==> config.mk <==
export PLATFORM = sky130hd
export DESIGN_NAME = romload_top
export DESIGN_NICKNAME = d
export VERILOG_FILES = /design/src/rtl/romload_pkg.sv /design/src/rtl/dl_fifo.sv /design/src/rtl/ioctl_writer.sv /design/src/rtl/romload_top.sv /design/src/rtl/spi_cmd_rx.sv
export SDC_FILE = /design/constraint.sdc
export NUM_CORES = 1
export LEC_CHECK = 0
export BUFFER_PORTS_ARGS = -buffer_cell sky130_fd_sc_hd__buf_2
export CAP_MARGIN = 20
export CORE_ASPECT_RATIO = 0.7
export CORE_MARGIN = 3
export CORE_UTILIZATION = 55
export CTS_BUF_LIST = sky130_fd_sc_hd__clkbuf_4 sky130_fd_sc_hd__clkbuf_8
export DETAILED_ROUTE_END_ITERATION = 8
export GPL_ROUTABILITY_DRIVEN = 0
export GPL_TIMING_DRIVEN = 0
export PLACE_DENSITY = 0.73
export SYNTH_ARGS = -nofsm -noshare
export SYNTH_HDL_FRONTEND = slang
export SYNTH_SLANG_ARGS = --single-unit
==> constraint.sdc <==
create_clock -name clk_sys -period 4.9 [get_ports clk_sys]
set_input_delay 0.49 -clock clk_sys [delete_from_list [all_inputs] [get_ports clk_sys]]
set_output_delay 0.49 -clock clk_sys [all_outputs]
set_load 0.01 [all_outputs]
==> src/rtl/romload_pkg.sv <==
// **********************************************************
// shared types for the SPI ROM download path
// frame opcodes, FIFO item layout and writer FSM states
// **********************************************************

package romload_pkg;

   // command byte that opens each SPI frame
   typedef enum logic [7:0] {
      OP_START = 8'h53,
      OP_DATA  = 8'h54,
      OP_END   = 8'h55
   } dl_op_e;

   // what a buffered item asks the writer to do
   typedef enum logic [1:0] {
      KIND_START = 2'd0,
      KIND_DATA  = 2'd1,
      KIND_END   = 2'd2
   } dl_kind_e;

   // one FIFO entry, 10 bits
   typedef struct packed {
      dl_kind_e   kind;
      logic [7:0] data;    // only valid for KIND_DATA
   } dl_item_t;

   // memory writer FSM
   typedef enum logic [1:0] {
      WR_IDLE    = 2'd0,   // free to pop
      WR_REQ     = 2'd1,   // req high, waiting for ack
      WR_RELEASE = 2'd2    // req low, waiting for ack to drop
   } wr_state_e;

endpackage

==> src/rtl/dl_fifo.sv <==
// **********************************************************
// circular FIFO of download items between SPI and writer
// pushes while full are lost and latch the overflow flag
// **********************************************************

`timescale 1ns/10ps

module dl_fifo #(
   parameter int FIFO_DEPTH = 8     // power of two
) (
   input  logic                  clk_sys,
   input  logic                  rst_i,
   input  logic                  push_i,
   input  romload_pkg::dl_item_t push_item_i,
   input  logic                  pop_i,
   output romload_pkg::dl_item_t pop_item_o,
   output logic                  empty_o,
   output logic                  overflow_o
);

   localparam int PW = $clog2(FIFO_DEPTH);

   romload_pkg::dl_item_t mem_q [FIFO_DEPTH];

   // extra msb tells full from empty
   logic [PW:0] wr_ptr_q;
   logic [PW:0] rd_ptr_q;
   logic        full_w;
   logic        wr_en_w;
   logic        rd_en_w;

   assign empty_o = (wr_ptr_q == rd_ptr_q);
   assign full_w  = (wr_ptr_q[PW] != rd_ptr_q[PW]) &&
                    (wr_ptr_q[PW-1:0] == rd_ptr_q[PW-1:0]);
   assign wr_en_w = push_i & ~full_w;
   assign rd_en_w = pop_i & ~empty_o;

   assign pop_item_o = mem_q[rd_ptr_q[PW-1:0]];   // show-ahead

   always_ff @(posedge clk_sys) begin
      if (wr_en_w) begin
         mem_q[wr_ptr_q[PW-1:0]] <= push_item_i;
      end
   end

   always_ff @(posedge clk_sys) begin
      if (rst_i) begin
         wr_ptr_q   <= '0;
         rd_ptr_q   <= '0;
         overflow_o <= 1'b0;
      end else begin
         if (wr_en_w) begin
            wr_ptr_q <= wr_ptr_q + 1'b1;
         end
         if (rd_en_w) begin
            rd_ptr_q <= rd_ptr_q + 1'b1;
         end
         // sticky until the next download starts
         if (push_i && full_w) begin
            overflow_o <= 1'b1;
         end else if (wr_en_w && push_item_i.kind == romload_pkg::KIND_START) begin
            overflow_o <= 1'b0;
         end
      end
   end

endmodule

==> src/rtl/ioctl_writer.sv <==
// **********************************************************
// drains the download FIFO into the memory write port
// four-phase req/ack per byte, owns address and busy flag
// **********************************************************

`timescale 1ns/10ps

module ioctl_writer #(
   parameter int AW = 22
) (
   input  logic                  clk_sys,
   input  logic                  rst_i,
   input  logic                  empty_i,
   input  romload_pkg::dl_item_t pop_item_i,
   input  logic                  ioctl_ack_i,
   output logic                  pop_o,
   output logic [AW-1:0]         ioctl_addr_o,
   output logic [7:0]            ioctl_data_o,
   output logic                  ioctl_req_o,
   output logic                  downloading_o
);

   romload_pkg::wr_state_e state_q;

   // items are only taken between writes
   assign pop_o = (state_q == romload_pkg::WR_IDLE) & ~empty_i;

   always_ff @(posedge clk_sys) begin
      if (rst_i) begin
         state_q       <= romload_pkg::WR_IDLE;
         ioctl_req_o   <= 1'b0;
         ioctl_addr_o  <= '0;
         downloading_o <= 1'b0;
      end else begin
         case (state_q)
            romload_pkg::WR_IDLE: begin
               if (pop_o) begin
                  case (pop_item_i.kind)
                     romload_pkg::KIND_START: begin
                        downloading_o <= 1'b1;
                        ioctl_addr_o  <= '0;   // new image from zero
                     end
                     romload_pkg::KIND_END: begin
                        downloading_o <= 1'b0;
                     end
                     romload_pkg::KIND_DATA: begin
                        // stray bytes outside a download are dropped
                        if (downloading_o) begin
                           ioctl_req_o <= 1'b1;
                           state_q     <= romload_pkg::WR_REQ;
                        end
                     end
                     default: state_q <= romload_pkg::WR_IDLE;
                  endcase
               end
            end

            romload_pkg::WR_REQ: begin
               if (ioctl_ack_i) begin
                  ioctl_req_o <= 1'b0;
                  state_q     <= romload_pkg::WR_RELEASE;
               end
            end

            romload_pkg::WR_RELEASE: begin
               // both low here, safe to move the address
               if (!ioctl_ack_i) begin
                  ioctl_addr_o <= ioctl_addr_o + 1'b1;   // wraps at 2^AW
                  state_q      <= romload_pkg::WR_IDLE;
               end
            end

            default: begin
               ioctl_req_o <= 1'b0;
               state_q     <= romload_pkg::WR_IDLE;
            end
         endcase
      end
   end

   // byte latched at pop, held through the handshake
   always_ff @(posedge clk_sys) begin
      if (pop_o && pop_item_i.kind == romload_pkg::KIND_DATA) begin
         ioctl_data_o <= pop_item_i.data;
      end
   end

endmodule

==> src/rtl/romload_top.sv <==
// **********************************************************
// ROM download path: SPI receiver, item FIFO, memory writer
// set AW and FIFO_DEPTH here, everything runs on clk_sys
// **********************************************************

`timescale 1ns/10ps

module romload_top #(
   parameter int AW         = 22,
   parameter int FIFO_DEPTH = 8
) (
   input  logic          clk_sys,
   input  logic          rst_i,
   input  logic          spi_sck_i,
   input  logic          spi_ss_i,
   input  logic          spi_di_i,
   input  logic          ioctl_ack_i,
   output logic [AW-1:0] ioctl_addr_o,
   output logic [7:0]    ioctl_data_o,
   output logic          ioctl_req_o,
   output logic          downloading_o,
   output logic          overflow_o
);

   logic                  push;
   romload_pkg::dl_item_t push_item;
   logic                  pop;
   romload_pkg::dl_item_t pop_item;
   logic                  empty;

   spi_cmd_rx spi_cmd_rx_inst (
      .clk_sys     ( clk_sys     ),
      .rst_i       ( rst_i       ),
      .spi_sck_i   ( spi_sck_i   ),
      .spi_ss_i    ( spi_ss_i    ),
      .spi_di_i    ( spi_di_i    ),
      .push_o      ( push        ),
      .push_item_o ( push_item   )
   );

   dl_fifo #(.FIFO_DEPTH(FIFO_DEPTH)) dl_fifo_inst (
      .clk_sys     ( clk_sys     ),
      .rst_i       ( rst_i       ),
      .push_i      ( push        ),
      .push_item_i ( push_item   ),
      .pop_i       ( pop         ),
      .pop_item_o  ( pop_item    ),
      .empty_o     ( empty       ),
      .overflow_o  ( overflow_o  )
   );

   ioctl_writer #(.AW(AW)) ioctl_writer_inst (
      .clk_sys       ( clk_sys       ),
      .rst_i         ( rst_i         ),
      .empty_i       ( empty         ),
      .pop_item_i    ( pop_item      ),
      .ioctl_ack_i   ( ioctl_ack_i   ),
      .pop_o         ( pop           ),
      .ioctl_addr_o  ( ioctl_addr_o  ),
      .ioctl_data_o  ( ioctl_data_o  ),
      .ioctl_req_o   ( ioctl_req_o   ),
      .downloading_o ( downloading_o )
   );

endmodule

==> src/rtl/spi_cmd_rx.sv <==
// **********************************************************
// SPI frame receiver oversampled on clk_sys
// turns command frames into download items for the FIFO
// **********************************************************

`timescale 1ns/10ps

module spi_cmd_rx (
   input  logic                  clk_sys,
   input  logic                  rst_i,
   input  logic                  spi_sck_i,
   input  logic                  spi_ss_i,      // active low
   input  logic                  spi_di_i,
   output logic                  push_o,
   output romload_pkg::dl_item_t push_item_o
);

   // two-flop synchronizers
   logic sck_meta_q;
   logic sck_sync_q;
   logic sck_last_q;
   logic ss_meta_q;
   logic ss_sync_q;
   logic ss_last_q;
   logic di_meta_q;
   logic di_sync_q;

   // byte assembly and frame state
   logic [6:0]          shift_q;
   logic [2:0]          bit_cnt_q;
   logic                cmd_seen_q;
   romload_pkg::dl_op_e cmd_q;

   logic                  sck_rise_w;
   logic                  ss_fall_w;
   logic                  byte_done_w;
   logic [7:0]            byte_w;
   logic                  emit_w;
   romload_pkg::dl_item_t item_w;

   always_ff @(posedge clk_sys) begin
      if (rst_i) begin
         sck_meta_q <= 1'b0;
         sck_sync_q <= 1'b0;
         sck_last_q <= 1'b0;
         ss_meta_q  <= 1'b1;   // deselected
         ss_sync_q  <= 1'b1;
         ss_last_q  <= 1'b1;
      end else begin
         sck_meta_q <= spi_sck_i;
         sck_sync_q <= sck_meta_q;
         sck_last_q <= sck_sync_q;
         ss_meta_q  <= spi_ss_i;
         ss_sync_q  <= ss_meta_q;
         ss_last_q  <= ss_sync_q;
      end
   end

   // data line synchronizer
   always_ff @(posedge clk_sys) begin
      di_meta_q <= spi_di_i;
      di_sync_q <= di_meta_q;
   end

   assign sck_rise_w  = sck_sync_q & ~sck_last_q & ~ss_sync_q;
   assign ss_fall_w   = ss_last_q & ~ss_sync_q;
   assign byte_w      = {shift_q, di_sync_q};   // MSB first
   assign byte_done_w = sck_rise_w && (bit_cnt_q == 3'd7);

   always_comb begin
      emit_w      = 1'b0;
      item_w.kind = romload_pkg::KIND_DATA;
      item_w.data = byte_w;
      if (byte_done_w) begin
         if (!cmd_seen_q) begin
            // first byte is the command
            case (byte_w)
               romload_pkg::OP_START: begin
                  emit_w      = 1'b1;
                  item_w.kind = romload_pkg::KIND_START;
               end
               romload_pkg::OP_END: begin
                  emit_w      = 1'b1;
                  item_w.kind = romload_pkg::KIND_END;
               end
               default: emit_w = 1'b0;
            endcase
         end else if (cmd_q == romload_pkg::OP_DATA) begin
            emit_w = 1'b1;            // payload byte
         end
      end
   end

   always_ff @(posedge clk_sys) begin
      if (rst_i) begin
         bit_cnt_q  <= 3'd0;
         cmd_seen_q <= 1'b0;
         cmd_q      <= romload_pkg::OP_END;
         push_o     <= 1'b0;
      end else begin
         push_o <= emit_w;
         if (ss_fall_w) begin
            bit_cnt_q  <= 3'd0;        // drops any partial byte
            cmd_seen_q <= 1'b0;
         end else if (sck_rise_w) begin
            bit_cnt_q <= bit_cnt_q + 3'd1;
            if (byte_done_w && !cmd_seen_q) begin
               cmd_seen_q <= 1'b1;
               cmd_q      <= romload_pkg::dl_op_e'(byte_w);
            end
         end
      end
   end

   always_ff @(posedge clk_sys) begin
      if (sck_rise_w) begin
         shift_q <= byte_w[6:0];
      end
      if (emit_w) begin
         push_item_o <= item_w;
      end
   end

endmodule

==> qor.txt, run 1 <==
F_max - 368 MHz
GR met2 Demand/Resource - 29.7%
DIE HEIGHT - 96.6 um
Num rows - 32
Die ar. - 13100 sq um
CP startpoint kind - register
Worst Slack Setup Final - 2.18 ns
Warnings, synthesis - 0
Share of cells above drive strength 1 - 23.9%
VDD IR max - 0.000285 V
Initial antenna violation count - 0
Commonest non-fill, non-tap cell in the layout - edfxtp_1
Post-synthesis register bit count - 164
FFs w/ async S/R, synth - 0%
RSZ-0062 raised after global routing - false
Post-CTS setup buffer count - 0
WS Path Type - register to register
Hold buffers post-CTS - 0
Worst Skew - 0.0154 ns
Initial DRC count - 306
Setup TNS - 0 ns
Netlist Area Pre-Place - 6460 sq um
Pre-CTS setup slack - 2.02 ns
Synth cell types - 41
Syn Inst Count - 441
Max Transition Viols Final - 0
GRT met1 Usage - 31.3%
Starting Density - 57.4%
Post-CTS sizing - 0
Worst Hold Class - primary input to register
Period utilisation layout - 55.4%
Antenna diodes - 0
Die Span X - 135 um
Final Non-Filler Cells - 667
Largest family of logic cells by synthesized area - simple AND/OR/NAND/NOR gates
1st-pass router iterations - 4
Post-Synth Adder-Cell Area - 0.969%
Syn_nets - 452
First-pass GRT wire length - 20.5 mm
Most frequent cells in the layout - edfxtp_1, dfxtp_1, buf_2
Vias in the first global route - 3848
Global route overflow - 0
Root Buffer - clkbuf_8
Max-Cap Viols - 0
Clock Path Buffers - 2
CP arrival - 2.79 ns
Post-synthesis sequential area ratio - 67.1%
Final min period - 2.72 ns
Number of synthesized flops with an enable pin - 105
Compound-Gate Fraction of Synth Area - 6.26%
H-tree levels - 4
Hold Path Cell Cnt - 1
Clk slew on worst S/H paths - 0.09 ns
Post-Syn Area per Cell - 14.6 sq um
Top_reg_cell synth - edfxtp_1
IO Count - 39
Final setup vio count - 0
Sink Count - 164
Worst endpoint required time - 4.97 ns
Post-synthesis xor/xnor area fraction - 1.76%
Critical Path Sink Type - register
Total stage count of the critical path - 5
CP Cell Sequence - buf_2 -> xnor2_1 -> a41oi_1 -> nand2b_1 -> nor3_2
Port-buffer cells - 38
Worst r2r path cells - 5
WP buf/inv - 1
CP peak stage delay - 0.79 ns
Lkg Pwr - 0.00242 uW
Max transition margin - 32.3%
Placed cell count - 633
CORE AREA - 11300 sq um
Detailed Place HPWL - 8.77 mm
Worst-Skew Late Latency - 0.45 ns
Hold WS - 0.147 ns
Cts bufs inserted - 17
Least-Margin Pin Slew - 1.01 ns
CTS tree - done
Mux contribution to synthesized area - 10.4%
Routed Antenna Nets - 0
Simple-gate share of the synthesized area - 11.2%
Delay-heaviest family, CP - simple AND/OR/NAND/NOR gates
GRT busiest layer - met1
Grt met3 use - 5.15%
Total GRT Usage - 20.4%
Slowest stage cell on the critical path - nor3_2
Drt drc - 0
PwrDens - 367 nW/um^2
Via-to-Cell Ratio - 5.90
Final hold violation count - 0
Outcome - finished clean
Worst Path Max Fanout - 10
Detailed Route WL - 12.8 mm
Wire length per cell - 19.2 um
Layout area overhead - 12.8%
Layout Nets - 512
Pin count of the biggest net entering global routing - 17
Via count - 3934
## layout make-up
cell class	instances	area [sq um]
plain buffers	22	116
repair buffers	41	224
well taps	153	191
multi-input cells	248	1990
fillers	822	3970
clock buffers	17	234
inverters	7	26.3
flip-flops and latches	164	4330
clock inverters	15	170
## report_power, final
part           leakage, uW  internal (uW)  switching, uW
combinational     0.000761           90.9            124
sequential         0.00146           1470           10.2
clock             0.000195            465            521
## worst paths after layout
kind                                              start                            endpoint  slack, ns
setup reg to reg  dl_fifo_inst.wr_ptr_q[1]$_SDFFE_PP0P_  dl_fifo_inst.mem_q[0][0]$_DFFE_PP_       2.18
hold reg to reg       spi_cmd_rx_inst.di_meta_q$_DFF_P_   spi_cmd_rx_inst.di_sync_q$_DFF_P_       0.33
setup / recovery  dl_fifo_inst.wr_ptr_q[1]$_SDFFE_PP0P_  dl_fifo_inst.mem_q[0][0]$_DFFE_PP_       2.18
hold / removal                                 spi_di_i   spi_cmd_rx_inst.di_meta_q$_DFF_P_       0.15
## sequential cells by signal, summed over array words and instances, names as in the netlist, 2 cells and up, named ones only
name	count
spi_cmd_rx_inst.bit_cnt_q	3
spi_cmd_rx_inst.cmd_q	8
spi_cmd_rx_inst.shift_q	7
dl_fifo_inst.rd_ptr_q	4
dl_fifo_inst.mem_q	80
spi_cmd_rx_inst.push_item_o	10
ioctl_writer_inst.ioctl_addr_o	22
ioctl_writer_inst.ioctl_data_o	8
dl_fifo_inst.wr_ptr_q	4
ioctl_writer_inst.state_q	2
## metrics by stage
step | utilization, % | total power (uW) | area, sq um
6_report | 64.8 | 2680 | 7290
3_3_place_gp | 60.8 | 1720 | 6840
2_1_floorplan | - | 1660 | 6460
4_1_cts | 64.6 | 2700 | 7260
3_5_place_dp | 61.0 | 1720 | 6860
5_1_grt | 64.8 | 2770 | 7290
## cell families after synthesis
family | after synthesis
adder cells (fa/ha/maj) | 5
AND/OR/NAND/NOR | 129
flip-flops | 164
multiplexers | 37
AO/OA/AOI/OAI | 64
buffers and inverters | 29
XOR/XNOR | 13
## routing by layer
metal	up-vias	part of all wire (%)
met4	0	0.97
met2	116	46
met1	1974	48
li1	1832	-
met3	12	5.6
met5	-	0
## cells in the mapped netlist, types with 6 or more instances
library cell | number | share of area (%)
a21oi_1 | 30 | 2.3
buf_2 | 9 | 0.70
clkbuf_1 | 10 | 0.58
dfxtp_1 | 59 | 18
edfxtp_1 | 105 | 49
inv_1 | 7 | 0.41
mux2_2 | 8 | 1.4
mux2i_1 | 7 | 1.1
mux4_2 | 15 | 5.2
nand2_1 | 21 | 1.2
nand2b_1 | 9 | 0.87
nand3_1 | 11 | 0.85
nand4_1 | 9 | 0.87
nor2_1 | 25 | 1.5
nor2b_1 | 8 | 0.78
o31ai_1 | 19 | 2.2
or2_2 | 7 | 0.68
or4_1 | 18 | 2.1
xnor2_1 | 7 | 0.95
xor2_1 | 6 | 0.81
No activity file was read; power rests on OpenSTA's default activity.
==> run 2: changes to the inputs <==
--- a/config.mk
+++ b/config.mk
@@ -5,6 +5,7 @@
 export SDC_FILE = /design/constraint.sdc
 export NUM_CORES = 1
 export LEC_CHECK = 0
+export ABC_AREA = 1
 export BUFFER_PORTS_ARGS = -buffer_cell sky130_fd_sc_hd__buf_2
 export CAP_MARGIN = 20
 export CORE_ASPECT_RATIO = 0.7
@@ -14,7 +15,7 @@
 export DETAILED_ROUTE_END_ITERATION = 8
 export GPL_ROUTABILITY_DRIVEN = 0
 export GPL_TIMING_DRIVEN = 0
-export PLACE_DENSITY = 0.73
+export PLACE_DENSITY = 0.76
 export SYNTH_ARGS = -nofsm -noshare
 export SYNTH_HDL_FRONTEND = slang
 export SYNTH_SLANG_ARGS = --single-unit
==> constraint.sdc (replaced) <==
create_clock -name clk_sys -period 2.2 [get_ports clk_sys]
set_input_delay 0.22 -clock clk_sys [delete_from_list [all_inputs] [get_ports clk_sys]]
set_output_delay 0.22 -clock clk_sys [all_outputs]
set_load 0.01 [all_outputs]
==> qor.txt, run 2 <==
Outcome - finished clean
Post-synthesis xor/xnor area fraction - 0.990%
CP peak stage delay - 0.39 ns
Detailed Route WL - 15.9 mm
Die ar. - 14300 sq um
Worst r2r path cells - 9
R2R setup slack - 0.05 ns
Detailed Place HPWL - 11.2 mm
Lkg Pwr - 0.00297 uW
Final hold violation count - 0
Simple-gate share of the synthesized area - 22.4%
Hold Path Cell Cnt - 3
Netlist Area Pre-Place - 7080 sq um
Max Transition Viols Final - 0
Layout area overhead - 13.3%
Worst Path Max Fanout - 10
Max transition margin - 55.2%
Worst Skew - 0.0193 ns
Routed Antenna Nets - 0
Number of synthesized flops with an enable pin - 105
CP arrival - 2.24 ns
Syn_nets - 753
FF-to-FF End - dl_fifo_inst.mem_q[3][2]$_DFFE_PP_
Antenna diodes - 0
CTS tree - done
Tot Pwr - 7690 uW
Port-buffer cells - 38
Worst endpoint required time - 2.29 ns
Compound-Gate Fraction of Synth Area - 8.52%
Cts bufs inserted - 17
Post-synthesis sequential area ratio - 61.2%
DP Area - 7490 sq um
Syn Inst Count - 742
CP Cell Sequence - inv_1 -> nand2_1 -> nand2_1 -> nor2_2 -> nand4_1 -> nand2_2 -> nor2_1 -> inv_1 -> nor2_4
DIE HEIGHT - 101 um
Worst r2r src - dl_fifo_inst.wr_ptr_q[1]$_SDFFE_PP0P_
Setup TNS - 0 ns
Hold path start - ioctl_ack_i
Worst-Skew Late Latency - 0.45 ns
VDD IR max - 0.000656 V
Most frequent cells in the layout - nand2_1, nor2_1, edfxtp_1
Drt drc - 0
Global route overflow - 0
Slowest stage cell on the critical path - nor2_4
Commonest non-fill, non-tap cell in the layout - nand2_1
Min-Delay Endpoint - ioctl_writer_inst.state_q[1]$_SDFFE_PP0P_
Final min period - 2.15 ns
Proportion of netlist area held by the largest area contributor - 44.6%
CP startpoint kind - register
IO Count - 39
Clk slew on worst S/H paths - 0.10 ns
Top_reg_cell synth - edfxtp_1
Share of cells above drive strength 1 - 16.6%
Critical Path Sink Type - register
Max-Cap Viols - 0
Most frequent cells after synthesis - nand2_1, nor2_1, edfxtp_1, inv_1, dfxtp_1
Layout Nets - 817
Worst Hold Class - primary input to register
FFs w/ async S/R, synth - 0%
Initial DRC count - 489
F_max - 465 MHz
Period utilisation layout - 97.7%
Starting Density - 58.3%
Initial antenna violation count - 0
First-pass GRT wire length - 25.5 mm
Sink Count - 164
Synth area leader - edfxtp_1
Num rows - 33
Root Buffer - clkbuf_8
Final-layout fill cell count - 904
Post-Syn Area per Cell - 9.54 sq um
Post-Synth Adder-Cell Area - 0.884%
Total GRT Usage - 23.0%
Die Span X - 142 um
Clock Path Buffers - 2
WS Path Type - register to register
Largest family of logic cells by synthesized area - simple AND/OR/NAND/NOR gates
PwrDens - 959 nW/um^2
Synth cell types - 37
Wire length per cell - 16.3 um
1st-pass router iterations - 5
CORE AREA - 12100 sq um
Number of flip-flops under the largest register name - 80
Via-to-Cell Ratio - 5.63
H-tree levels - 4
Most common cell in the netlist - nand2_1
Mux contribution to synthesized area - 0%
Warnings, synthesis - 0
Pin count of the biggest net entering global routing - 17
Via count - 5491
Least-Margin Pin Slew - 0.672 ns
Vias in the first global route - 5122
Post-synthesis register bit count - 164
Synth top area cells - edfxtp_1, dfxtp_1, nand2_1
Final setup vio count - 0
Post-route cell area - 8020 sq um
## run 2: cell types whose count changed after synthesis, moves of 15 or more
cell     before  now
or4_1        18    0
nor2_1       25  135
nand3_1      11   45
o31ai_1      19    1
o21ai_0       5   45
inv_1         7   66
nand2_1      21  140
mux4_2       15    0
## run 2: worst max-delay path by stage
stage                                                     start                                  to  slack [ns]  cells after the start
after detailed placement  dl_fifo_inst.wr_ptr_q[1]$_SDFFE_PP0P_  dl_fifo_inst.mem_q[3][6]$_DFFE_PP_       -0.33                      9
after floorplan           dl_fifo_inst.wr_ptr_q[1]$_SDFFE_PP0P_  dl_fifo_inst.mem_q[6][0]$_DFFE_PP_        0.11                      9
after global placement    dl_fifo_inst.wr_ptr_q[1]$_SDFFE_PP0P_  dl_fifo_inst.mem_q[6][6]$_DFFE_PP_       -0.54                      9
after global routing      dl_fifo_inst.wr_ptr_q[1]$_SDFFE_PP0P_  dl_fifo_inst.mem_q[3][9]$_DFFE_PP_     -0.0004                      9
final                     dl_fifo_inst.wr_ptr_q[1]$_SDFFE_PP0P_  dl_fifo_inst.mem_q[3][2]$_DFFE_PP_        0.05                      9
after CTS                 dl_fifo_inst.wr_ptr_q[1]$_SDFFE_PP0P_  dl_fifo_inst.mem_q[4][6]$_DFFE_PP_       -0.03                      9
## run 2: routing by layer
metal	vias up	GRT usage, %	part of all wire, %
met5	-	0	0
met4	0	5.97	1.4
met3	19	5.97	10
met2	264	33.8	43
met1	2597	34.1	45
li1	2611	-	-
## run 2: cell type report
| class | instances | area, sq um | share of cell area [%] |
|---|---|---|---|
| Buffer | 26 | 156 | 1.95 |
| Clock buffer | 19 | 262 | 3.26 |
| Clock inverter | 13 | 144 | 1.80 |
| Inverter | 71 | 267 | 3.33 |
| Multi-Input combinational cell | 481 | 2400 | 30.0 |
| Sequential cell | 164 | 4340 | 54.1 |
| Tap cell | 157 | 196 | 2.45 |
| Timing Repair Buffer | 45 | 254 | 3.17 |
## run 2: where the power goes
| part | total, uW | internal (uW) | switching, uW |
|---|---|---|---|
| logic | 1950 | 621 | 1330 |
| clock network | 2210 | 1090 | 1120 |
| registers | 3530 | 3430 | 102 |
| total | 7690 | 5140 | 2550 |
## run 2: worst max-delay path, delay by kind of cell (launching register included)
family | cells | cell delay, ns
and+or+nand+nor | 7 | 1.04
DFF | 1 | 0.38
buffers and inverters | 2 | 0.39
## run 2: logic make-up after synthesis
group | count (synthesis)
fa+ha+maj | 5
flops | 164
xor+xnor | 8
compound gates | 105
buf+inv | 97
simple gates | 363
## run 2: metrics by stage
step                hold WS (ns)  worst slack (ns)  util, %  cells
floorplan                  0.248             0.106        -    742
global placement           0.314            -0.537     61.5    937
detailed placement         0.316            -0.327     61.7    939
CTS                       0.0901           -0.0334     65.5    974
global route               0.114         -0.000449     66.0    976
finish                     0.109            0.0508     66.0    976
## run 2: what timing repair did
action	in CTS	in global routing
gates resized for setup	8	15
pin swaps	0	1
hold buffers	3	0
hold endpoints to repair	3	0
endpoints found under the setup margin	78	98
buffers inserted	0	2
